===== src/l2_pkg.sv =====
package l2_pkg;

    ////////////////////
    // widths
    ////////////////////

    parameter int ADDR_WIDTH      = 28;  // word address
    parameter int WORD_WIDTH      = 32;
    parameter int WORDS_PER_BLOCK = 4;
    parameter int OFFSET_WIDTH    = 2;   // word select within a block
    parameter int NUM_WAYS        = 4;
    parameter int WAY_WIDTH       = 2;
    parameter int PLRU_WIDTH      = 3;   // tree bits per set

    ////////////////////
    // address fields
    ////////////////////

    // offset sits at the bottom, index right above it, tag takes the rest
    parameter int OFFSET_LSB = 0;
    parameter int INDEX_LSB  = OFFSET_LSB + OFFSET_WIDTH;

    ////////////////////
    // vector types
    ////////////////////

    typedef logic [ADDR_WIDTH-1:0]                 addr_t;
    typedef logic [WORD_WIDTH-1:0]                 word_t;
    typedef logic [WORD_WIDTH*WORDS_PER_BLOCK-1:0] block_t;   // word k at bit 32k
    typedef logic [WAY_WIDTH-1:0]                  way_t;
    typedef logic [OFFSET_WIDTH-1:0]               offset_t;
    typedef logic [PLRU_WIDTH-1:0]                 plru_t;

endpackage


===== src/l2_req_if.sv =====
`timescale 1ns/1ns

interface l2_req_if;
    import l2_pkg::*;

    logic  valid;   // one-cycle strobe without back-pressure
    logic  write;
    logic  to_dc;   // 0 for the instruction side
    addr_t addr;
    word_t wdata;

    modport src (
        output valid, write, to_dc, addr, wdata
    );

    modport dst (
        input valid, write, to_dc, addr, wdata
    );
endinterface


===== src/l2_req_arbiter.sv =====
`timescale 1ns/1ns

module l2_req_arbiter (
    input  logic           clk,
    input  logic           reset,
    input  logic           ic_req,
    input  l2_pkg::addr_t  ic_addr,
    input  logic           dc_req,
    input  logic           dc_write,
    input  l2_pkg::addr_t  dc_addr,
    input  l2_pkg::word_t  dc_wdata,
    input  logic           ctrl_idle,
    output logic           busy,
    l2_req_if.src          req
);

    logic accept;

    // requests only count while nothing is in flight
    assign accept = !busy && (ic_req || dc_req);

    // strobe cycle plus every non-idle controller cycle
    assign busy = req.valid || !ctrl_idle;

    always_ff @(posedge clk) begin
        if (reset) begin
            req.valid <= 1'b0;
        end else begin
            req.valid <= accept;
        end
    end

    ////////////////////
    // request payload
    ////////////////////

    always_ff @(posedge clk) begin
        if (accept) begin
            req.to_dc <= !ic_req;                       // instruction side wins
            req.write <= !ic_req && dc_write;           // ic is read only
            req.addr  <= ic_req ? ic_addr : dc_addr;
            req.wdata <= dc_wdata;
        end
    end

endmodule


===== src/flat_wrapper.sv =====
// flat-port wrapper written by rule: the top's interface ports become plain ports
module l2_req_arbiter_flat 
  (clk, reset, ic_req, ic_addr, dc_req, dc_write, dc_addr, dc_wdata, ctrl_idle, busy, req_valid, req_write, req_to_dc, req_addr, req_wdata);
  l2_req_if req_i ();
  input  logic clk;
  input  logic reset;
  input  logic ic_req;
  input  l2_pkg::addr_t ic_addr;
  input  logic dc_req;
  input  logic dc_write;
  input  l2_pkg::addr_t dc_addr;
  input  l2_pkg::word_t dc_wdata;
  input  logic ctrl_idle;
  output logic busy;
  output wire logic [$bits(req_i.valid)-1:0] req_valid;
  output wire logic [$bits(req_i.write)-1:0] req_write;
  output wire logic [$bits(req_i.to_dc)-1:0] req_to_dc;
  output wire logic [$bits(req_i.addr)-1:0] req_addr;
  output wire logic [$bits(req_i.wdata)-1:0] req_wdata;
  assign req_valid = req_i.valid;
  assign req_write = req_i.write;
  assign req_to_dc = req_i.to_dc;
  assign req_addr = req_i.addr;
  assign req_wdata = req_i.wdata;
  l2_req_arbiter u_core (.clk(clk), .reset(reset), .ic_req(ic_req), .ic_addr(ic_addr), .dc_req(dc_req), .dc_write(dc_write), .dc_addr(dc_addr), .dc_wdata(dc_wdata), .ctrl_idle(ctrl_idle), .busy(busy), .req(req_i));
endmodule

===== config.mk =====
export PLATFORM = sky130hd
export DESIGN_NAME = l2_req_arbiter_flat
export DESIGN_NICKNAME = d
export VERILOG_FILES = /design/src/l2_pkg.sv /design/src/l2_req_if.sv /design/src/l2_req_arbiter.sv /design/src/flat_wrapper.sv
export SDC_FILE = /design/constraint.sdc
export NUM_CORES = 1
export LEC_CHECK = 0
export BUFFER_PORTS_ARGS = -buffer_cell sky130_fd_sc_hd__buf_2
export CORE_UTILIZATION = 35
export DETAILED_ROUTE_END_ITERATION = 8
export PLACE_DENSITY = 0.71
export SLEW_MARGIN = 20
export SYNTH_ARGS = -nofsm -noshare
export SYNTH_HDL_FRONTEND = slang
export SYNTH_SLANG_ARGS = --single-unit

===== constraint.sdc =====
create_clock -name clk -period 3.48 [get_ports clk]
set_input_delay 0.174 -clock clk [delete_from_list [all_inputs] [get_ports clk]]
set_output_delay 0.174 -clock clk [all_outputs]
set_load 0.05 [all_outputs]

==> impl_metrics.tcl <==
set metrics [dict create \
    num_vias 1581 \
    skew_ns 0.00697 \
    n_antenna_cell 0 \
    fin_crit_sh_pct 51.2 \
    hold_violations 0 \
    grt_setup_unrepaired "false" \
    io_pins 158 \
    cts_resized 0 \
    synthesis.nets 194 \
    max_freq_ghz 0.561 \
    grt_overflow 0 \
    drt-total-wl_um 5220 \
    avgSynthCellArea_um2 22.6 \
    synth_area_mm2 0.00226 \
    wl_per_cell_um 14.5 \
    gr-usage-all-layers_pct 16.2 \
    grt_pass1_vias 1556 \
    hold_buffers 9 \
    path_max_fanout 36 \
    worst_slack_ns 1.70 \
    place_congestion 0.779 \
    path_clk_slew_ns 0.07 \
    cts_num_sinks 63 \
    rows 28 \
    ys_ff_latch 63 \
    port_buffers 157 \
    htreeDepth 3 \
    core_area_mm2 0.00606 \
    dp.cells 331 \
    route.antenna.remaining_nets 0 \
    drc 0 \
    fill_cells 503 \
    ys_warn_count 0 \
    dr.pass1.iters 4 \
    grt_pass1_wl_um 7420 \
    setup_viol 0 \
    syn_to_final_growth_pct 52.0 \
    drtIter0Drc 65 \
    syn_inst 100 \
    cts_root_buffer "clkbuf_8" \
    tns_ns 0 \
    die_area_mm2 0.00678 \
    end_kind "flop" \
    final_cells 360 \
    grt_max_degree 37 \
    fin_crit_ns 1.78 \
    cts_tree "done" \
    cts_setup_buffers 0 \
    crit_type "reg2reg" \
    hold_class "in2reg" \
    timing.rr.start "u_core.req.valid$_SDFF_PP0_" \
    vias_per_cell 4.39 \
    cts_buffers 9 \
    nets 374 \
    arrival_ns 1.80 \
    drv_cap 0 \
    tightest_slew_ns 0.770 \
    clk_latency_ns 0.33 \
    grt_antenna_before_repair 0 \
    status "finished clean" \
    cts_buffer_depth 2 \
    pwr_density_cell_mw_per_mm2 510 \
    hp-start "dc_wdata[17]" \
    drive_gt1_share_pct 70.9 \
    synth_cell_types 9 \
    startpoint_type "flop" \
    r2r_setup_slack_ns 1.70 \
    cp_data_required_time_ns 3.50 \
    synth-seq-area-share_pct 83.3 \
    whs_endpoint "u_core.req.wdata[17]$_DFFE_PP_" \
    peakVddDrop_mv 0.225 \
    leakage_uw 0.00149 \
    start_util_pct 37.3 \
    worstRegToRegCells 3 \
    fp.dieH_um 82.4 \
    dieWidth_um 82.4 \
    pre_cts_ws_ns 1.44 \
    hold-path-cell-count 1 \
    finalMaxSlewViolations 0 \
    r2r-end "u_core.req.addr[3]$_DFFE_PP_" \
    relSlewSlack_pct 48.6 \
]
area by class of cell:
cell class | count | area (um2) | share of cell area (%)
Multi-Input combinational cell | 33 | 348 | 10.1
Tap cell | 75 | 93.8 | 2.73
Inverter | 1 | 3.75 | 0.109
Timing Repair Buffer | 172 | 943 | 27.5
Sequential cell | 63 | 1880 | 54.8
Clock buffer | 9 | 124 | 3.61
Clock inverter | 7 | 40.0 | 1.17
how the worst max path moves through the flow:
stage	from	to	slack (ns)	cells past startpoint
6_report	u_core.req.valid$_SDFF_PP0_	u_core.req.addr[3]$_DFFE_PP_	1.70	3
3_3_place_gp	ic_req	u_core.req.addr[3]$_DFFE_PP_	1.50	5
2_1_floorplan	u_core.req.valid$_SDFF_PP0_	u_core.req.addr[0]$_DFFE_PP_	0.34	2
5_1_grt	u_core.req.valid$_SDFF_PP0_	u_core.req.wdata[5]$_DFFE_PP_	1.59	3
4_1_cts	u_core.req.valid$_SDFF_PP0_	u_core.req.addr[6]$_DFFE_PP_	1.68	3
3_5_place_dp	ic_req	u_core.req.addr[2]$_DFFE_PP_	1.44	5
synthesized netlist by cell type:
cell type / number / area (um2)
buf_6: 3 / 33.8
dfxtp_1: 1 / 20.0
mux2_2: 28 / 315
edfxtp_1: 62 / 1860
nor3_1: 1 / 5.00
nand2b_1: 1 / 6.26
inv_1: 1 / 3.75
nor2b_1: 1 / 6.26
nor2_1: 2 / 7.51
report_power, final:
group          total (uW)  switching (uW)  internal (uW)
Combinational         327             224            103
Sequential            901            9.98            891
Clock                 524             274            250
cell families (layout without fill, tap and decap cells):
kind of cell / after synthesis / after routing / synth area share [%]
DFF: 63 / 63 / 83.3
muxes: 28 / 28 / 14.0
buffers and inverters: 4 / 189 / 1.66
and+or+nand+nor: 5 / 5 / 1.11
state kept, by name, summed over array words and instances (netlist names):
| name | cells |
|---|---|
| u_core.req.valid | 1 |
| u_core.req.to_dc | 1 |
| u_core.req.wdata | 32 |
| u_core.req.write | 1 |
| u_core.req.addr | 28 |
worst max-delay path: stages, from the launching register on:
cell and delay, ns:
dfxtp_1 0.31, nand2b_1 0.20, nor2_4 0.63, buf_12 0.31
per-stage QoR:
step	hold slack (ns)	power [uW]	utilization [%]	instance area, um2
after floorplan	0.253	1130	-	2260
after global placement	0.351	1230	51.8	3140
after detailed placement	0.342	1240	51.8	3140
after CTS	0.00151	1770	56.0	3390
after global routing	0.000259	1820	56.7	3430
final	0.0217	1750	56.7	3430
layer usage:
layer / share of wire (%) / GRT usage [%]
met5: 0 / 0
met4: 3.3 / 10.9
met3: 8.6 / 5.82
met2: 50 / 26.5
met1: 38 / 17.6
cell usage in the layout, fill, tap and decap left out, drive strengths merged:
cell type	Yosys	final
clkinvlp	0	3
dlygate4sd3	0	13
clkbuf	0	9
inv	1	1
clkinv	0	4
nor2b	1	1
nor3	1	1
dfxtp	1	1
nand2b	1	1
nor2	2	2
buf	3	159
edfxtp	62	62
mux2	28	28
Power figures use the tool's default switching activity.
