File: src/l2_pkg.sv
package l2_pkg;

    ////////////////////
    // widths
    ////////////////////

    parameter int ADDR_WIDTH      = 28;  // word address
    parameter int WORD_WIDTH      = 32;
    parameter int WORDS_PER_BLOCK = 4;
    parameter int OFFSET_WIDTH    = 2;   // word select within a block
    parameter int NUM_WAYS        = 4;
    parameter int WAY_WIDTH       = 2;
    parameter int PLRU_WIDTH      = 3;   // tree bits per set

    ////////////////////
    // address fields
    ////////////////////

    // offset sits at the bottom, index right above it, tag takes the rest
    parameter int OFFSET_LSB = 0;
    parameter int INDEX_LSB  = OFFSET_LSB + OFFSET_WIDTH;

    ////////////////////
    // vector types
    ////////////////////

    typedef logic [ADDR_WIDTH-1:0]                 addr_t;
    typedef logic [WORD_WIDTH-1:0]                 word_t;
    typedef logic [WORD_WIDTH*WORDS_PER_BLOCK-1:0] block_t;   // word k at bit 32k
    typedef logic [WAY_WIDTH-1:0]                  way_t;
    typedef logic [OFFSET_WIDTH-1:0]               offset_t;
    typedef logic [PLRU_WIDTH-1:0]                 plru_t;

endpackage

File: src/l2_lookup_if.sv
`timescale 1ns/1ns

interface l2_lookup_if #(
    parameter int INDEX_WIDTH = 4
);
    import l2_pkg::*;

    localparam int TAG_WIDTH = ADDR_WIDTH - INDEX_WIDTH - OFFSET_WIDTH;

    addr_t                lookup_addr;
    logic                 update;       // touch pseudo-LRU
    way_t                 update_way;   // way for update, dirty and refill
    logic                 set_dirty;
    logic                 refill;
    logic [TAG_WIDTH-1:0] refill_tag;
    logic                 hit;
    way_t                 hit_way;
    way_t                 victim_way;
    logic                 victim_dirty_valid;
    logic [TAG_WIDTH-1:0] victim_tag;

    modport ctrl (
        output lookup_addr, update, update_way, set_dirty, refill, refill_tag,
        input  hit, hit_way, victim_way, victim_dirty_valid, victim_tag
    );

    modport store (
        input  lookup_addr, update, update_way, set_dirty, refill, refill_tag,
        output hit, hit_way, victim_way, victim_dirty_valid, victim_tag
    );
endinterface

File: src/l2_tag_store.sv
`timescale 1ns/1ns

module l2_tag_store #(
    parameter int INDEX_WIDTH = 4
) (
    input logic        clk,
    input logic        reset,
    l2_lookup_if.store lookup
);
    import l2_pkg::*;

    localparam int TAG_WIDTH = ADDR_WIDTH - INDEX_WIDTH - OFFSET_WIDTH;
    localparam int TAG_LSB   = INDEX_LSB + INDEX_WIDTH;
    localparam int NUM_SETS  = 1 << INDEX_WIDTH;

    typedef logic [TAG_WIDTH-1:0] tag_t;

    tag_t                tag_mem [NUM_WAYS][NUM_SETS];
    logic [NUM_WAYS-1:0] valid_mem [NUM_SETS];
    logic [NUM_WAYS-1:0] dirty_mem [NUM_SETS];
    plru_t               plru_mem [NUM_SETS];

    logic [INDEX_WIDTH-1:0] index;
    tag_t                   tag;
    logic [NUM_WAYS-1:0]    way_valid;
    logic [NUM_WAYS-1:0]    way_dirty;
    logic [NUM_WAYS-1:0]    way_match;
    plru_t                  plru;
    plru_t                  plru_next;
    way_t                   victim;

    assign index     = lookup.lookup_addr[INDEX_LSB +: INDEX_WIDTH];
    assign tag       = lookup.lookup_addr[TAG_LSB +: TAG_WIDTH];
    assign way_valid = valid_mem[index];
    assign way_dirty = dirty_mem[index];
    assign plru      = plru_mem[index];

    ////////////////////
    // tag compare
    ////////////////////

    always_comb begin
        lookup.hit_way = '0;
        for (int w = NUM_WAYS - 1; w >= 0; w--) begin
            way_match[w] = way_valid[w] && (tag_mem[w][index] == tag);
            if (way_match[w]) begin
                lookup.hit_way = way_t'(w);
            end
        end
    end

    assign lookup.hit = |way_match;

    ////////////////////
    // victim choice
    ////////////////////

    always_comb begin
        victim = '0;
        if (&way_valid) begin
            if (!plru[0]) begin
                victim = plru[1] ? way_t'(1) : way_t'(0);   // left pair
            end else begin
                victim = plru[2] ? way_t'(3) : way_t'(2);   // right pair
            end
        end else begin
            for (int w = NUM_WAYS - 1; w >= 0; w--) begin
                if (!way_valid[w]) begin
                    victim = way_t'(w);                     // lowest invalid wins
                end
            end
        end
    end

    assign lookup.victim_way         = victim;
    assign lookup.victim_dirty_valid = way_valid[victim] && way_dirty[victim];
    assign lookup.victim_tag         = tag_mem[victim][index];

    // point the tree away from the way just used
    always_comb begin
        plru_next = plru;
        case (lookup.update_way)
            2'd0:    plru_next = {plru[2], 1'b1, 1'b1};
            2'd1:    plru_next = {plru[2], 1'b0, 1'b1};
            2'd2:    plru_next = {1'b1, plru[1], 1'b0};
            default: plru_next = {1'b0, plru[1], 1'b0};
        endcase
    end

    always_ff @(posedge clk) begin
        if (reset) begin
            for (int s = 0; s < NUM_SETS; s++) begin
                valid_mem[s] <= '0;
                dirty_mem[s] <= '0;
                plru_mem[s]  <= '0;
            end
        end else begin
            if (lookup.update) begin
                plru_mem[index] <= plru_next;
            end
            if (lookup.set_dirty) begin
                dirty_mem[index][lookup.update_way] <= 1'b1;
            end
            if (lookup.refill) begin
                valid_mem[index][lookup.update_way] <= 1'b1;
                dirty_mem[index][lookup.update_way] <= 1'b0;   // fresh from memory
            end
        end
    end

    always_ff @(posedge clk) begin
        if (lookup.refill) begin
            tag_mem[lookup.update_way][index] <= lookup.refill_tag;
        end
    end

endmodule

File: src/flat_wrapper.sv
// flat-port wrapper written by rule: the top's interface ports become plain ports
module l2_tag_store_flat import l2_pkg::*;
#(
    parameter int INDEX_WIDTH = 4
)
  (clk, reset, lookup_lookup_addr, lookup_update, lookup_update_way, lookup_set_dirty, lookup_refill, lookup_refill_tag, lookup_hit, lookup_hit_way, lookup_victim_way, lookup_victim_dirty_valid, lookup_victim_tag);
  l2_lookup_if #(.INDEX_WIDTH(INDEX_WIDTH)) lookup_i ();
  input logic clk;
  input logic reset;
  input wire logic [$bits(lookup_i.lookup_addr)-1:0] lookup_lookup_addr;
  input wire logic [$bits(lookup_i.update)-1:0] lookup_update;
  input wire logic [$bits(lookup_i.update_way)-1:0] lookup_update_way;
  input wire logic [$bits(lookup_i.set_dirty)-1:0] lookup_set_dirty;
  input wire logic [$bits(lookup_i.refill)-1:0] lookup_refill;
  input wire logic [$bits(lookup_i.refill_tag)-1:0] lookup_refill_tag;
  output wire logic [$bits(lookup_i.hit)-1:0] lookup_hit;
  output wire logic [$bits(lookup_i.hit_way)-1:0] lookup_hit_way;
  output wire logic [$bits(lookup_i.victim_way)-1:0] lookup_victim_way;
  output wire logic [$bits(lookup_i.victim_dirty_valid)-1:0] lookup_victim_dirty_valid;
  output wire logic [$bits(lookup_i.victim_tag)-1:0] lookup_victim_tag;
  assign lookup_i.lookup_addr = lookup_lookup_addr;
  assign lookup_i.update = lookup_update;
  assign lookup_i.update_way = lookup_update_way;
  assign lookup_i.set_dirty = lookup_set_dirty;
  assign lookup_i.refill = lookup_refill;
  assign lookup_i.refill_tag = lookup_refill_tag;
  assign lookup_hit = lookup_i.hit;
  assign lookup_hit_way = lookup_i.hit_way;
  assign lookup_victim_way = lookup_i.victim_way;
  assign lookup_victim_dirty_valid = lookup_i.victim_dirty_valid;
  assign lookup_victim_tag = lookup_i.victim_tag;
  l2_tag_store #(.INDEX_WIDTH(INDEX_WIDTH)) u_core (.clk(clk), .reset(reset), .lookup(lookup_i));
endmodule
File: config.mk
export PLATFORM = sky130hd
export DESIGN_NAME = l2_tag_store_flat
export DESIGN_NICKNAME = d
export VERILOG_FILES = /design/src/l2_pkg.sv /design/src/l2_lookup_if.sv /design/src/l2_tag_store.sv /design/src/flat_wrapper.sv
export SDC_FILE = /design/constraint.sdc
export NUM_CORES = 2
export LEC_CHECK = 0
export ABC_AREA = 1
export ABC_CLOCK_PERIOD_IN_PS = 4200
export BUFFER_PORTS_ARGS = -buffer_cell sky130_fd_sc_hd__buf_2
export CAP_MARGIN = 10
export CORE_MARGIN = 4
export CORE_UTILIZATION = 55
export DETAILED_ROUTE_END_ITERATION = 12
export PLACE_DENSITY = 0.7
export REMOVE_ABC_BUFFERS = 1
export SLEW_MARGIN = 20
export SYNTH_ARGS = -nofsm -noshare
export SYNTH_HDL_FRONTEND = slang
export SYNTH_SLANG_ARGS = --single-unit
export TNS_END_PERCENT = 1
File: constraint.sdc
create_clock -name clk -period 4.2 [get_ports clk]
set_input_delay 0.63 -clock clk [delete_from_list [all_inputs] [get_ports clk]]
set_output_delay 0.63 -clock clk [all_outputs]
set_load 0.05 [all_outputs]
==> results_dict.tcl <==
set metrics [dict create \
    synth-compound-area-share_pct 9.38 \
    placed_cells_incl_taps 11300 \
    synthToLayoutAreaGrowth_pct 18.7 \
    setup.worst_path.start_class "input port" \
    path_common_cell "sky130_fd_sc_hd__buf_4" \
    synthAdderAreaFrac_pct 0 \
    ir_worst_vdd_uv 345 \
    post_synth_num_cell_types 35 \
    synth_mux_area_share_pct 0 \
    drive_above_1_share_pct 12.8 \
    critPathMaxStageDelay_ns 0.36 \
    cts-root-buf "sky130_fd_sc_hd__clkbuf_16" \
    post_cts_hold_buffer_count 0 \
    r2r_start "u_core.plru_mem[4][1]$_SDFFCE_PN0P_" \
    timing.final.crit_share_pct 111 \
    regToRegSetupSlack_ns 2.54 \
    pre_cts_ws_ns -0.725 \
    critical_setup_path_class "input port to output port" \
    postSynthAreaPerCell_sq_um 8.80 \
    max_freq_ghz 0.215 \
    count_of_filler_cells_inserted_in_the_layout 11600 \
    end_kind "output port" \
    drv_cap 0 \
    final_max_slew_viols 0 \
    clkTransAtPathRegs_ns 0.06 \
    synthTopCellsByArea "sky130_fd_sc_hd__edfxtp_1 57%, sky130_fd_sc_hd__nand2_1 9.7%, sky130_fd_sc_hd__nand3_1 9.0%, sky130_fd_sc_hd__inv_1 6.9%, sky130_fd_sc_hd__o22ai_1 5.2%" \
    antenna_found_initial 23 \
    yosys.area_share.xor_xnor_pct 0.282 \
    crit_arrival_ns 4.02 \
    htreeDepth 4 \
    globalRouteTotalUtil_pct 42.3 \
    setup_repair_after_global_routing_missed_its_margin "true" \
    ioPinCount 85 \
    outcome "complete, but fails checks" \
    numCtsBuffers 171 \
    most_frequent_cells_in_the_layout "2063 x sky130_fd_sc_hd__nand2_1, 1520 x sky130_fd_sc_hd__edfxtp_1, 1490 x sky130_fd_sc_hd__inv_1" \
    floorplan.die.width_um 391 \
    grt_start_max_net_pins 101 \
    chipHeight_um 391 \
    grt_first_pass_wirelength_um 464000 \
    worst_setup_path_startpoint "lookup_lookup_addr[2]" \
    detailed_route_wire_length_per_cell_um 28.4 \
    buffer_ports.inserted 82 \
    proportion_of_synthesized_chip_area_in_sequential_cells_pct 58.1 \
    instances_no_fill 11700 \
    hold_path_depth 2 \
    ant_nets 0 \
    route.detailed.drc 0 \
    path_cells "buf_2 > inv_2 > buf_4 > nand2_8 > buf_12 > buf_16 > o22ai_1 > o21ai_1 > nand4_1 > xnor2_2 > nand3_1 > buf_4 > nor2_1 > nand2_1 > nor2_1 > nand2_1 > a21oi_4 > buf_4 > buf_4" \
    critical-path-slowest-cell "sky130_fd_sc_hd__o21ai_1" \
    design.core.area_sq_um 146000 \
    nets 9646 \
    placementRows 140 \
    synth_top_cell_area_share_pct 56.6 \
    clock_network_latency_to_the_later_pin_of_the_worst_skew_pair_ns 0.81 \
    synth_simple_gate_area_share_pct 21.8 \
    cell_type_contributing_the_most_total_cell_area_after_synthesis "sky130_fd_sc_hd__edfxtp_1" \
    via_count 73900 \
    ctsLongestPathBuffers 3 \
    final.setup.worst_slack_ns -0.455 \
    number_of_endpoints_with_negative_hold_slack_in_the_final_report 0 \
    place_hpwl_um 206000 \
    final_common_cell "sky130_fd_sc_hd__nand2_1" \
    holdPathEnd "u_core.plru_mem[2][0]$_SDFFCE_PN0P_" \
    fin_worst_skew_ns 0.00624 \
    post_synth_inst_count 9166 \
    floorplan.initialDensity_pct 55.4 \
    detail_route.wirelength_um 331000 \
    critical_path.reg2reg.endpoint "u_core.plru_mem[3][1]$_SDFFCE_PN0P_" \
    drt-initial-drc-count 13600 \
    synth_enable_flop_cells 1520 \
    powerDensity_nw_per_um2 372 \
    failed_checks "setup timing" \
    cts_num_sinks 1584 \
    finalWeightedCongestion 1.01 \
    cellLeakagePower_nw 41.3 \
    die-area_sq_um 153000 \
    relSlewSlack_pct 9.88 \
    hold_class "input port to flip-flop" \
    yosys_register_bits 1584 \
    dominant_combinational_cell_family_by_area_after_synthesis "simple AND/OR/NAND/NOR gates" \
    timing.reg2reg.worst_path_depth 10 \
    synth_warnings 0 \
    ys_dominant_reg_cell "sky130_fd_sc_hd__edfxtp_1" \
    postSynth.asyncResetShare_pct 0 \
    cts_tree "built" \
    critical_path_required_ns 3.57 \
    grt_overflow_total 0 \
    critical_path.max_fanout 34 \
    firstDrtPassIters 8 \
    first_global_vias 67700 \
    final_period_minus_worst_setup_slack_ns 4.65 \
    hold_start "lookup_update_way[1]" \
    syn-cell-area_sq_um 80700 \
    finalSetupViolations 26 \
    vias_per_cell 6.34 \
    timing_worst_slew_pin_value_ns 1.35 \
]
[repair_timing]
item                                    CTS  global route
cloned                                    5             9
endpoints found under the setup margin   26            26
resized for setup                        95            47
pin swaps                                14            14
buffers inserted                          5            18
[report_power, final]
part	leakage (nW)	total, mW	internal (mW)	switching (mW)
combinational	24.4	3.15	0.980	2.17
clock	2.66	15.0	8.53	6.43
sequential	14.3	17.5	17.5	0.0426
total	41.3	35.6	27.0	8.65
[cells by family (layout without fill, tap and decap cells)]
logic type / Yosys count / after routing
and+or+nand+nor: 4137 / 4138
buffers and inverters: 2126 / 2687
DFF: 1584 / 1584
AOI/OAI and AO/OA: 1293 / 1293
xor gates and xnor gates: 26 / 26
other: 0 / 14
[final cells by class]
| cell class | instances | area [sq um] | area share (%) |
|---|---|---|---|
| antenna | 14 | 35.0 | 0.0366 |
| clock buffer | 225 | 4700 | 4.90 |
| timing repair inverter | 1 | 8.76 | 0.00914 |
| multi-input combinational | 5457 | 26100 | 27.3 |
| clock inverter | 87 | 739 | 0.772 |
| timing repair buffer | 867 | 9190 | 9.59 |
| tap | 1917 | 2400 | 2.50 |
| inverter | 1507 | 5700 | 5.95 |
| sequential | 1584 | 46900 | 49.0 |
[synth_stat cells, types with 3 or more instances]
cell type	count
sky130_fd_sc_hd__o21a_1	20
sky130_fd_sc_hd__o22ai_1	673
sky130_fd_sc_hd__clkinv_1	8
sky130_fd_sc_hd__a22oi_1	30
sky130_fd_sc_hd__buf_6	7
sky130_fd_sc_hd__buf_4	21
sky130_fd_sc_hd__inv_2	7
sky130_fd_sc_hd__o21ai_1	41
sky130_fd_sc_hd__edfxtp_1	1520
sky130_fd_sc_hd__a21oi_1	39
sky130_fd_sc_hd__nor2_1	528
sky130_fd_sc_hd__o221ai_1	31
sky130_fd_sc_hd__inv_1	1492
sky130_fd_sc_hd__nand2_1	2081
sky130_fd_sc_hd__nand3_1	1457
sky130_fd_sc_hd__xnor2_1	3
sky130_fd_sc_hd__nand3b_1	19
sky130_fd_sc_hd__xor2_1	23
sky130_fd_sc_hd__clkbuf_1	309
sky130_fd_sc_hd__buf_2	230
sky130_fd_sc_hd__nand4_1	40
sky130_fd_sc_hd__buf_1	52
sky130_fd_sc_hd__o21ai_0	456
sky130_fd_sc_hd__dfxtp_1	64
[metal layers]
| layer | routed length (um) | up-vias | global-route usage (%) |
|---|---|---|---|
| li1 | - | 31700 | - |
| met1 | 113000 | 34400 | 55.8 |
| met2 | 137000 | 6405 | 60.4 |
| met3 | 53200 | 1419 | 12.6 |
| met4 | 27400 | 6 | 28.5 |
| met5 | 37 | - | 0 |
[critical path: cells and delay by family]
family | cells | cell delay, ns
buf+inv | 8 | 1.37
simple gates | 7 | 0.90
compound gates | 3 | 0.71
xor+xnor | 1 | 0.31
[worst max path at each step]
stage                                 end  cells after the start  slack [ns]
floorplan           lookup_victim_tag[11]                     18      -21.47
global placement        lookup_hit_way[0]                     20       -0.71
detailed placement      lookup_hit_way[0]                     20       -0.72
CTS                     lookup_hit_way[0]                     22       -0.33
global route        lookup_victim_tag[18]                     27       -0.51
finish                  lookup_hit_way[0]                     19       -0.45
[metrics by stage]
stage          setup TNS [ns]  hold WS, ns  cell area (sq um)  total power, mW  util (%)
5_1_grt                -12.00        0.245              95800             36.4      65.7
2_1_floorplan        -9047.34        0.440              78000             19.1         -
6_report                -7.57        0.266              95800             35.6      65.7
4_1_cts                 -6.21        0.216              95300             35.4      65.4
3_5_place_dp            -9.60        0.453              89300             20.8      61.3
3_3_place_gp            -9.04        0.447              89300             20.7      61.3
[state kept, by name, summed over array words and instances, names as in the netlist]
| name | cells |
|---|---|
| u_core.dirty_mem | 64 |
| u_core.plru_mem | 48 |
| u_core.tag_mem | 1408 |
| u_core.valid_mem | 64 |
(Power assumes the default switching activity.)
