`src/l2_pkg.sv`:
```
package l2_pkg;

    ////////////////////
    // widths
    ////////////////////

    parameter int ADDR_WIDTH      = 28;  // word address
    parameter int WORD_WIDTH      = 32;
    parameter int WORDS_PER_BLOCK = 4;
    parameter int OFFSET_WIDTH    = 2;   // word select within a block
    parameter int NUM_WAYS        = 4;
    parameter int WAY_WIDTH       = 2;
    parameter int PLRU_WIDTH      = 3;   // tree bits per set

    ////////////////////
    // address fields
    ////////////////////

    // offset sits at the bottom, index right above it, tag takes the rest
    parameter int OFFSET_LSB = 0;
    parameter int INDEX_LSB  = OFFSET_LSB + OFFSET_WIDTH;

    ////////////////////
    // vector types
    ////////////////////

    typedef logic [ADDR_WIDTH-1:0]                 addr_t;
    typedef logic [WORD_WIDTH-1:0]                 word_t;
    typedef logic [WORD_WIDTH*WORDS_PER_BLOCK-1:0] block_t;   // word k at bit 32k
    typedef logic [WAY_WIDTH-1:0]                  way_t;
    typedef logic [OFFSET_WIDTH-1:0]               offset_t;
    typedef logic [PLRU_WIDTH-1:0]                 plru_t;

endpackage

```
`src/l2_req_if.sv`:
```
`timescale 1ns/1ns

interface l2_req_if;
    import l2_pkg::*;

    logic  valid;   // one-cycle strobe without back-pressure
    logic  write;
    logic  to_dc;   // 0 for the instruction side
    addr_t addr;
    word_t wdata;

    modport src (
        output valid, write, to_dc, addr, wdata
    );

    modport dst (
        input valid, write, to_dc, addr, wdata
    );
endinterface

```
`src/l2_lookup_if.sv`:
```
`timescale 1ns/1ns

interface l2_lookup_if #(
    parameter int INDEX_WIDTH = 4
);
    import l2_pkg::*;

    localparam int TAG_WIDTH = ADDR_WIDTH - INDEX_WIDTH - OFFSET_WIDTH;

    addr_t                lookup_addr;
    logic                 update;       // touch pseudo-LRU
    way_t                 update_way;   // way for update, dirty and refill
    logic                 set_dirty;
    logic                 refill;
    logic [TAG_WIDTH-1:0] refill_tag;
    logic                 hit;
    way_t                 hit_way;
    way_t                 victim_way;
    logic                 victim_dirty_valid;
    logic [TAG_WIDTH-1:0] victim_tag;

    modport ctrl (
        output lookup_addr, update, update_way, set_dirty, refill, refill_tag,
        input  hit, hit_way, victim_way, victim_dirty_valid, victim_tag
    );

    modport store (
        input  lookup_addr, update, update_way, set_dirty, refill, refill_tag,
        output hit, hit_way, victim_way, victim_dirty_valid, victim_tag
    );
endinterface

```
`src/l2_cache_ctrl.sv`:
```
`timescale 1ns/1ns

module l2_cache_ctrl #(
    parameter int INDEX_WIDTH = 4
) (
    input  logic                   clk,
    input  logic                   reset,
    l2_req_if.dst                  req,
    l2_lookup_if.ctrl              lookup,
    output logic [INDEX_WIDTH-1:0] ds_index,
    output l2_pkg::way_t           ds_rd_way,
    input  l2_pkg::block_t         ds_rd_block,
    output logic                   ds_wr_word_en,
    output logic                   ds_wr_block_en,
    output l2_pkg::way_t           ds_wr_way,
    output l2_pkg::offset_t        ds_offset,
    output l2_pkg::word_t          ds_wr_word,
    output l2_pkg::block_t         ds_wr_block,
    output logic                   ctrl_idle,
    input  logic                   mem_done,
    input  l2_pkg::block_t         mem_rd_data,
    output logic                   rsp_valid,
    output logic                   rsp_to_dc,
    output l2_pkg::word_t          rsp_data,
    output logic                   mem_fetch,
    output l2_pkg::addr_t          mem_fetch_addr,
    output logic                   mem_wb,
    output l2_pkg::addr_t          mem_wb_addr,
    output l2_pkg::block_t         mem_wb_data
);
    import l2_pkg::*;

    localparam int TAG_WIDTH = ADDR_WIDTH - INDEX_WIDTH - OFFSET_WIDTH;
    localparam int TAG_LSB   = INDEX_LSB + INDEX_WIDTH;

    typedef logic [TAG_WIDTH-1:0] tag_t;
    typedef enum logic [1:0] {IDLE, MISS_WAIT, RELOOKUP} ctrl_state_t;

    ctrl_state_t state;
    logic        pend_write, pend_to_dc;   // request held across a miss
    addr_t       pend_addr;
    word_t       pend_wdata;
    way_t        pend_way;                 // victim picked at miss time

    logic                   active, do_hit, do_miss, do_refill;
    logic                   cur_write, cur_to_dc;
    addr_t                  cur_addr;
    word_t                  cur_wdata, rd_word;
    offset_t                cur_offset;
    logic [INDEX_WIDTH-1:0] cur_index;
    tag_t                   cur_tag;

    ////////////////////
    // lookup source
    ////////////////////

    always_comb begin
        if (state == IDLE) begin
            active    = req.valid;
            cur_write = req.write;
            cur_to_dc = req.to_dc;
            cur_addr  = req.addr;
            cur_wdata = req.wdata;
        end else begin
            active    = (state == RELOOKUP);   // replay the latched request
            cur_write = pend_write;
            cur_to_dc = pend_to_dc;
            cur_addr  = pend_addr;
            cur_wdata = pend_wdata;
        end
    end

    assign cur_offset = cur_addr[OFFSET_LSB +: OFFSET_WIDTH];
    assign cur_index  = cur_addr[INDEX_LSB +: INDEX_WIDTH];
    assign cur_tag    = cur_addr[TAG_LSB +: TAG_WIDTH];
    assign do_hit     = active && lookup.hit;
    assign do_miss    = active && !lookup.hit;
    assign do_refill  = (state == MISS_WAIT) && mem_done;
    assign ctrl_idle  = (state == IDLE);

    assign lookup.lookup_addr = cur_addr;
    assign lookup.update      = do_hit;
    assign lookup.update_way  = (state == MISS_WAIT) ? pend_way : lookup.hit_way;
    assign lookup.set_dirty   = do_hit && cur_write;
    assign lookup.refill      = do_refill;
    assign lookup.refill_tag  = cur_tag;

    assign ds_index       = cur_index;
    assign ds_rd_way      = lookup.hit ? lookup.hit_way : lookup.victim_way;
    assign ds_wr_word_en  = do_hit && cur_write;
    assign ds_wr_block_en = do_refill;
    assign ds_wr_way      = lookup.update_way;
    assign ds_offset      = cur_offset;
    assign ds_wr_word     = cur_wdata;
    assign ds_wr_block    = mem_rd_data;
    assign rd_word        = ds_rd_block[cur_offset*WORD_WIDTH +: WORD_WIDTH];

    always_ff @(posedge clk) begin
        if (reset) begin
            state     <= IDLE;
            rsp_valid <= 1'b0;
            mem_fetch <= 1'b0;
            mem_wb    <= 1'b0;
        end else begin
            rsp_valid <= do_hit;
            mem_fetch <= do_miss;
            mem_wb    <= do_miss && lookup.victim_dirty_valid;   // dirty victim goes out too
            case (state)
                IDLE, RELOOKUP: state <= do_miss ? MISS_WAIT : IDLE;
                MISS_WAIT:      state <= mem_done ? RELOOKUP : MISS_WAIT;
                default:        state <= IDLE;
            endcase
        end
    end

    ////////////////////
    // response and memory payload
    ////////////////////

    always_ff @(posedge clk) begin
        if (do_hit) begin
            rsp_to_dc <= cur_to_dc;
            rsp_data  <= cur_write ? cur_wdata : rd_word;   // echo written word
        end
        if (do_miss) begin
            pend_write     <= cur_write;
            pend_to_dc     <= cur_to_dc;
            pend_addr      <= cur_addr;
            pend_wdata     <= cur_wdata;
            pend_way       <= lookup.victim_way;
            mem_fetch_addr <= {cur_tag, cur_index, {OFFSET_WIDTH{1'b0}}};
            mem_wb_addr    <= {lookup.victim_tag, cur_index, {OFFSET_WIDTH{1'b0}}};
            mem_wb_data    <= ds_rd_block;
        end
    end

endmodule

```
`src/flat_wrapper.sv`:
```
// flat-port wrapper written by rule: the top's interface ports become plain ports
module l2_cache_ctrl_flat import l2_pkg::*;
#(
    parameter int INDEX_WIDTH = 4
)
  (clk, reset, ds_index, ds_rd_way, ds_rd_block, ds_wr_word_en, ds_wr_block_en, ds_wr_way, ds_offset, ds_wr_word, ds_wr_block, ctrl_idle, mem_done, mem_rd_data, rsp_valid, rsp_to_dc, rsp_data, mem_fetch, mem_fetch_addr, mem_wb, mem_wb_addr, mem_wb_data, req_valid, req_write, req_to_dc, req_addr, req_wdata, lookup_lookup_addr, lookup_update, lookup_update_way, lookup_set_dirty, lookup_refill, lookup_refill_tag, lookup_hit, lookup_hit_way, lookup_victim_way, lookup_victim_dirty_valid, lookup_victim_tag);
  l2_req_if req_i ();
  l2_lookup_if #(.INDEX_WIDTH(INDEX_WIDTH)) lookup_i ();
  input  logic clk;
  input  logic reset;
  output logic [INDEX_WIDTH-1:0] ds_index;
  output l2_pkg::way_t ds_rd_way;
  input  l2_pkg::block_t ds_rd_block;
  output logic ds_wr_word_en;
  output logic ds_wr_block_en;
  output l2_pkg::way_t ds_wr_way;
  output l2_pkg::offset_t ds_offset;
  output l2_pkg::word_t ds_wr_word;
  output l2_pkg::block_t ds_wr_block;
  output logic ctrl_idle;
  input  logic mem_done;
  input  l2_pkg::block_t mem_rd_data;
  output logic rsp_valid;
  output logic rsp_to_dc;
  output l2_pkg::word_t rsp_data;
  output logic mem_fetch;
  output l2_pkg::addr_t mem_fetch_addr;
  output logic mem_wb;
  output l2_pkg::addr_t mem_wb_addr;
  output l2_pkg::block_t mem_wb_data;
  input wire logic [$bits(req_i.valid)-1:0] req_valid;
  input wire logic [$bits(req_i.write)-1:0] req_write;
  input wire logic [$bits(req_i.to_dc)-1:0] req_to_dc;
  input wire logic [$bits(req_i.addr)-1:0] req_addr;
  input wire logic [$bits(req_i.wdata)-1:0] req_wdata;
  output wire logic [$bits(lookup_i.lookup_addr)-1:0] lookup_lookup_addr;
  output wire logic [$bits(lookup_i.update)-1:0] lookup_update;
  output wire logic [$bits(lookup_i.update_way)-1:0] lookup_update_way;
  output wire logic [$bits(lookup_i.set_dirty)-1:0] lookup_set_dirty;
  output wire logic [$bits(lookup_i.refill)-1:0] lookup_refill;
  output wire logic [$bits(lookup_i.refill_tag)-1:0] lookup_refill_tag;
  input wire logic [$bits(lookup_i.hit)-1:0] lookup_hit;
  input wire logic [$bits(lookup_i.hit_way)-1:0] lookup_hit_way;
  input wire logic [$bits(lookup_i.victim_way)-1:0] lookup_victim_way;
  input wire logic [$bits(lookup_i.victim_dirty_valid)-1:0] lookup_victim_dirty_valid;
  input wire logic [$bits(lookup_i.victim_tag)-1:0] lookup_victim_tag;
  assign req_i.valid = req_valid;
  assign req_i.write = req_write;
  assign req_i.to_dc = req_to_dc;
  assign req_i.addr = req_addr;
  assign req_i.wdata = req_wdata;
  assign lookup_lookup_addr = lookup_i.lookup_addr;
  assign lookup_update = lookup_i.update;
  assign lookup_update_way = lookup_i.update_way;
  assign lookup_set_dirty = lookup_i.set_dirty;
  assign lookup_refill = lookup_i.refill;
  assign lookup_refill_tag = lookup_i.refill_tag;
  assign lookup_i.hit = lookup_hit;
  assign lookup_i.hit_way = lookup_hit_way;
  assign lookup_i.victim_way = lookup_victim_way;
  assign lookup_i.victim_dirty_valid = lookup_victim_dirty_valid;
  assign lookup_i.victim_tag = lookup_victim_tag;
  l2_cache_ctrl #(.INDEX_WIDTH(INDEX_WIDTH)) u_core (.clk(clk), .reset(reset), .req(req_i), .lookup(lookup_i), .ds_index(ds_index), .ds_rd_way(ds_rd_way), .ds_rd_block(ds_rd_block), .ds_wr_word_en(ds_wr_word_en), .ds_wr_block_en(ds_wr_block_en), .ds_wr_way(ds_wr_way), .ds_offset(ds_offset), .ds_wr_word(ds_wr_word), .ds_wr_block(ds_wr_block), .ctrl_idle(ctrl_idle), .mem_done(mem_done), .mem_rd_data(mem_rd_data), .rsp_valid(rsp_valid), .rsp_to_dc(rsp_to_dc), .rsp_data(rsp_data), .mem_fetch(mem_fetch), .mem_fetch_addr(mem_fetch_addr), .mem_wb(mem_wb), .mem_wb_addr(mem_wb_addr), .mem_wb_data(mem_wb_data));
endmodule
```
`config.mk`:
```
export PLATFORM = sky130hd
export DESIGN_NAME = l2_cache_ctrl_flat
export DESIGN_NICKNAME = d
export VERILOG_FILES = /design/src/l2_pkg.sv /design/src/l2_req_if.sv /design/src/l2_lookup_if.sv /design/src/l2_cache_ctrl.sv /design/src/flat_wrapper.sv
export SDC_FILE = /design/constraint.sdc
export NUM_CORES = 1
export LEC_CHECK = 0
export ABC_AREA = 0
export ABC_CLOCK_PERIOD_IN_PS = 6300
export BUFFER_PORTS_ARGS = -buffer_cell sky130_fd_sc_hd__clkbuf_2
export CAP_MARGIN = 0
export CORE_AREA = 8 8 304 306
export DETAILED_ROUTE_END_ITERATION = 10
export DIE_AREA = 0 0 312 314
export HOLD_SLACK_MARGIN = 0.15
export PLACE_DENSITY_LB_ADDON = 0.15
export SYNTH_ARGS = -nofsm -noshare
export SYNTH_HDL_FRONTEND = slang
export SYNTH_SLANG_ARGS = --single-unit
```
`constraint.sdc`:
```
create_clock -name clk -period 6.3 [get_ports clk]
set_input_delay 1.575 -clock clk [delete_from_list [all_inputs] [get_ports clk]]
set_output_delay 1.575 -clock clk [all_outputs]
set_load 0.005 [all_outputs]
```
==> metrics.md <==
| Metric | Value |
|---|---|
| Share of the synthesized area in the top cell type | `about three fifths` |
| Slew @ Worst Pin | `0.8405 ns` |
| CTS sink cnt | `roughly 250` |
| Worst setup margin | `between 1.5 and 2 ns` |
| Fillers | `around 9700` |
| YS warnings | `0` |
| Commonest non-fill, non-tap cell in the layout | `clkbuf_2` |
| Root Driver | `clkbuf_16` |
| Worst-path clk slew | `around 0.05 ns` |
| WL met2 | `33170 um` |
| Critical path class | `register to output pin` |
| CP Launch Type | `register` |
| Hold Path Stages | `1` |
| Post-synth top area cell | `edfxtp_1` |
| Dpl hpwl | `about 50000 um` |
| Critical Path Max Stage Delay | `approximately 0.60 ns` |
| Seq/Total Area, Yosys | `60.52%` |
| Fin util | `around 19%` |
| CP Launch Point | `u_core.state[0]` |
| WP data required | `4.72 ns` |
| DRT Wirelength | `~63000 um` |
| Final min period | `approximately 4.4 ns` |
| Slowest cell on the critical path | `buf_4` |
| Cell variety after synth | `31` |
| PwrDens | `about 290 mW/mm2` |
| RR Startpoint | `u_core.state[0]` |
| PortBufs | `about 540` |
| WHS Endpoint | `u_core.state[0]` |
| Ports | `between 700 and 800` |
| Reg2Reg Setup Slack | `2.78 ns` |
| Clock Latency Late Sink | `roughly 0.55 ns` |
| Bufs and invs on worst path | `2` |
| ANT nets after route | `0` |
| Maximum VDD drop | `0.2412 mV` |
| Avg Vias per Cell | `3.533` |
| Critical Path, Cell by Cell | `or2_4 > buf_4 > nand2_1 > a21oi_1 > clkbuf_2` |
| WL per Instance | `roughly 25 um` |
| Hold/Removal Path Class | `register to register` |
| Slew headroom | `a little over two fifths` |
| Drt drc | `0` |
| Vias in the first global route | `between 9000 and 10000` |
| Final Cycle Share | `around 70%` |
| Vias | `approximately 9000` |
| Max Slew Vio Count | `0` |
| Post-Place Setup Slack | `between 1.5 and 2 ns` |
| Max Fanout on Critical Path | `56` |
| Most frequent cells in the layout | `clkbuf_2 (536), edfxtp_1 (247), nand2_1 (184), mux2i_1 (96), nor2_1 (69)` |
| R2R Path End | `u_core.rsp_data[5]` |
| Max Cap Viol | `0` |
| RePlAce Congestion | `between 0.7 and 0.8` |
| Nets@finish | `about 1700` |
| Avg Inst Size Synth | `between 10 and 15 um2` |
| Row count | `109` |
| Synthesized cell area | `roughly 0.012 mm2` |
| Worst hold start | `u_core.state[1]` |
| First-pass GRT wire length | `around 84000 um` |
| Largest cells by area after synthesis | `edfxtp_1 (60%), buf_4 (12%), mux2i_1 (7.7%)` |
| Clock Skews | `just under 0.02 ns` |
| CTS max path bufs | `3` |
| CP Capture Type | `output pin` |
| Wl on met1 | `about 21000 um` |
| Routed length on met3 | `roughly 6100 um` |
| Cell family with most CP delay | `buffers and inverters` |
| Status | `finished, final reports clean` |
| Post-CTS setup buffers | `0` |
| RSZ-0062 raised after global routing | `false` |
| Synth-to-layout area growth | `30.63%` |
| GR Overflow Total | `0` |
| Peak Freq | `about 230 MHz` |
| CTS Buf Count | `36` |
| Leakage | `6.755 nW` |
| Core ar. | `between 0.08 and 0.09 mm2` |
| Initial DRT Pass Iterations | `4` |
| Synth Instances | `around 1000` |
| CTS tree | `built` |
| Hold buffers post-CTS | `0` |
| DRT iter0 DRCs | `434` |
| Fraction of final layout cells sized beyond drive strength 1 | `46.97%` |
| Number of H-tree levels | `2` |
| Die height | `~310 um` |
| Post_cts resized | `0` |
| Initial antenna violation count | `8` |
| DIE WIDTH | `312 um` |
| Initial Util | `approximately 14%` |
| Setup_tns | `0 ns` |
| Die Footprint | `between 0.09 and 0.1 mm2` |
| Highest metal used | `met5` |
| FF+latch count, synth | `252` |
| Worst EP arrival | `between 2 and 3 ns` |
| Instance count on the critical path | `5` |
| Overall Global Routing Usage | `between 10% and 20%` |
| Largest net degree at the start of global routing | `about 120` |
| Final hold vios | `0` |
| Setup Viol. Count Final | `0` |
| Worst R2R Path Depth | `7` |
-- worst max path at each step --
stage | to | slack [ns]
after floorplan | u_core.mem_wb_addr[10] | 0.87
after global placement | ds_wr_word_en | 1.97
after detailed placement | ds_wr_word_en | 1.96
after CTS | ds_wr_word_en | 1.73
after global routing | ds_wr_word_en | 1.61
final | ds_wr_word_en | 1.91
-- where the power goes --
part | switching [mW] | internal [mW] | leakage (nW)
Clock | 0.817 | 1.26 | 0.575
Sequential | 0.0285 | 1.96 | 2.35
Combinational | 0.399 | 0.247 | 3.83
-- per-stage QoR --
| stage | instance area [um2] | instances | power (mW) | hold slack (ns) |
|---|---|---|---|---|
| floorplan | 12440 | 1001 | 2.427 | 0.4961 |
| global route | 16220 | 2536 | 4.954 | 0.5947 |
| detailed placement | 15030 | 2471 | 2.702 | 0.5458 |
| finish | 16230 | 2538 | 4.717 | 0.5498 |
| global placement | 15030 | 2471 | 2.702 | 0.5286 |
| CTS | 16220 | 2536 | 4.856 | 0.5533 |
-- registers in the layout (all words and copies together) (netlist names) --
register,flops
u_core.mem_wb_data,128
u_core.pend_wdata,32
u_core.rsp_data,32
u_core.pend_addr,28
u_core.mem_wb_addr,22
u_core.pend_way,2
u_core.state,2
u_core.mem_fetch,1
u_core.mem_wb,1
u_core.pend_to_dc,1
u_core.pend_write,1
u_core.rsp_to_dc,1
u_core.rsp_valid,1
-- logic make-up after synthesis --
group	after synthesis	share of synthesized area [%]
and+or+nand+nor	360	13.38
DFF	252	60.52
buffers and inverters	249	13.88
muxes	101	8.280
AOI/OAI and AO/OA	35	3.918
other	1	0.03019
-- area by class of cell --
| class | count | area [um2] | area share [%] |
|---|---|---|---|
| repair buffers | 550 | 2825 | 17.41 |
| inverters | 4 | 21.27 | 0.1311 |
| flip-flops and latches | 252 | 7517 | 46.33 |
| clock inverters | 19 | 215.2 | 1.326 |
| multi-input cells | 500 | 3207 | 19.76 |
| well taps | 1165 | 1458 | 8.983 |
| clock buffers | 46 | 978.4 | 6.030 |
| diodes | 2 | 5.005 | 0.03084 |
-- layer usage --
layer / GRT usage, % / up-vias
met5: 0 / -
met4: 4.068 / 4
met3: 5.217 / 123
met2: 22.60 / 469
met1: 11.69 / 4327
li1: - / 4044
-- worst reg2reg max path: stages, from the launching register on --
cell       delay [ns]
dfxtp_1          0.36
or2_4            0.39
inv_4            0.47
buf_12           0.34
mux2i_4          0.33
buf_4            0.67
mux2i_1          0.37
a2111oi_2        0.41
-- Yosys cell counts (all sizes together) --
cell type / instances
and2: 2
edfxtp: 247
a2111oi: 32
or2: 1
buf: 218
nor2: 69
nor3b: 64
conb: 1
nand2b: 1
mux2: 4
inv: 4
nor4: 1
a221oi: 1
or3: 1
nand2: 185
a21oi: 2
clkbuf: 27
nand3b: 2
dfxtp: 5
nor3: 32
mux2i: 97
nor2b: 2
(Power assumes the default switching activity.)
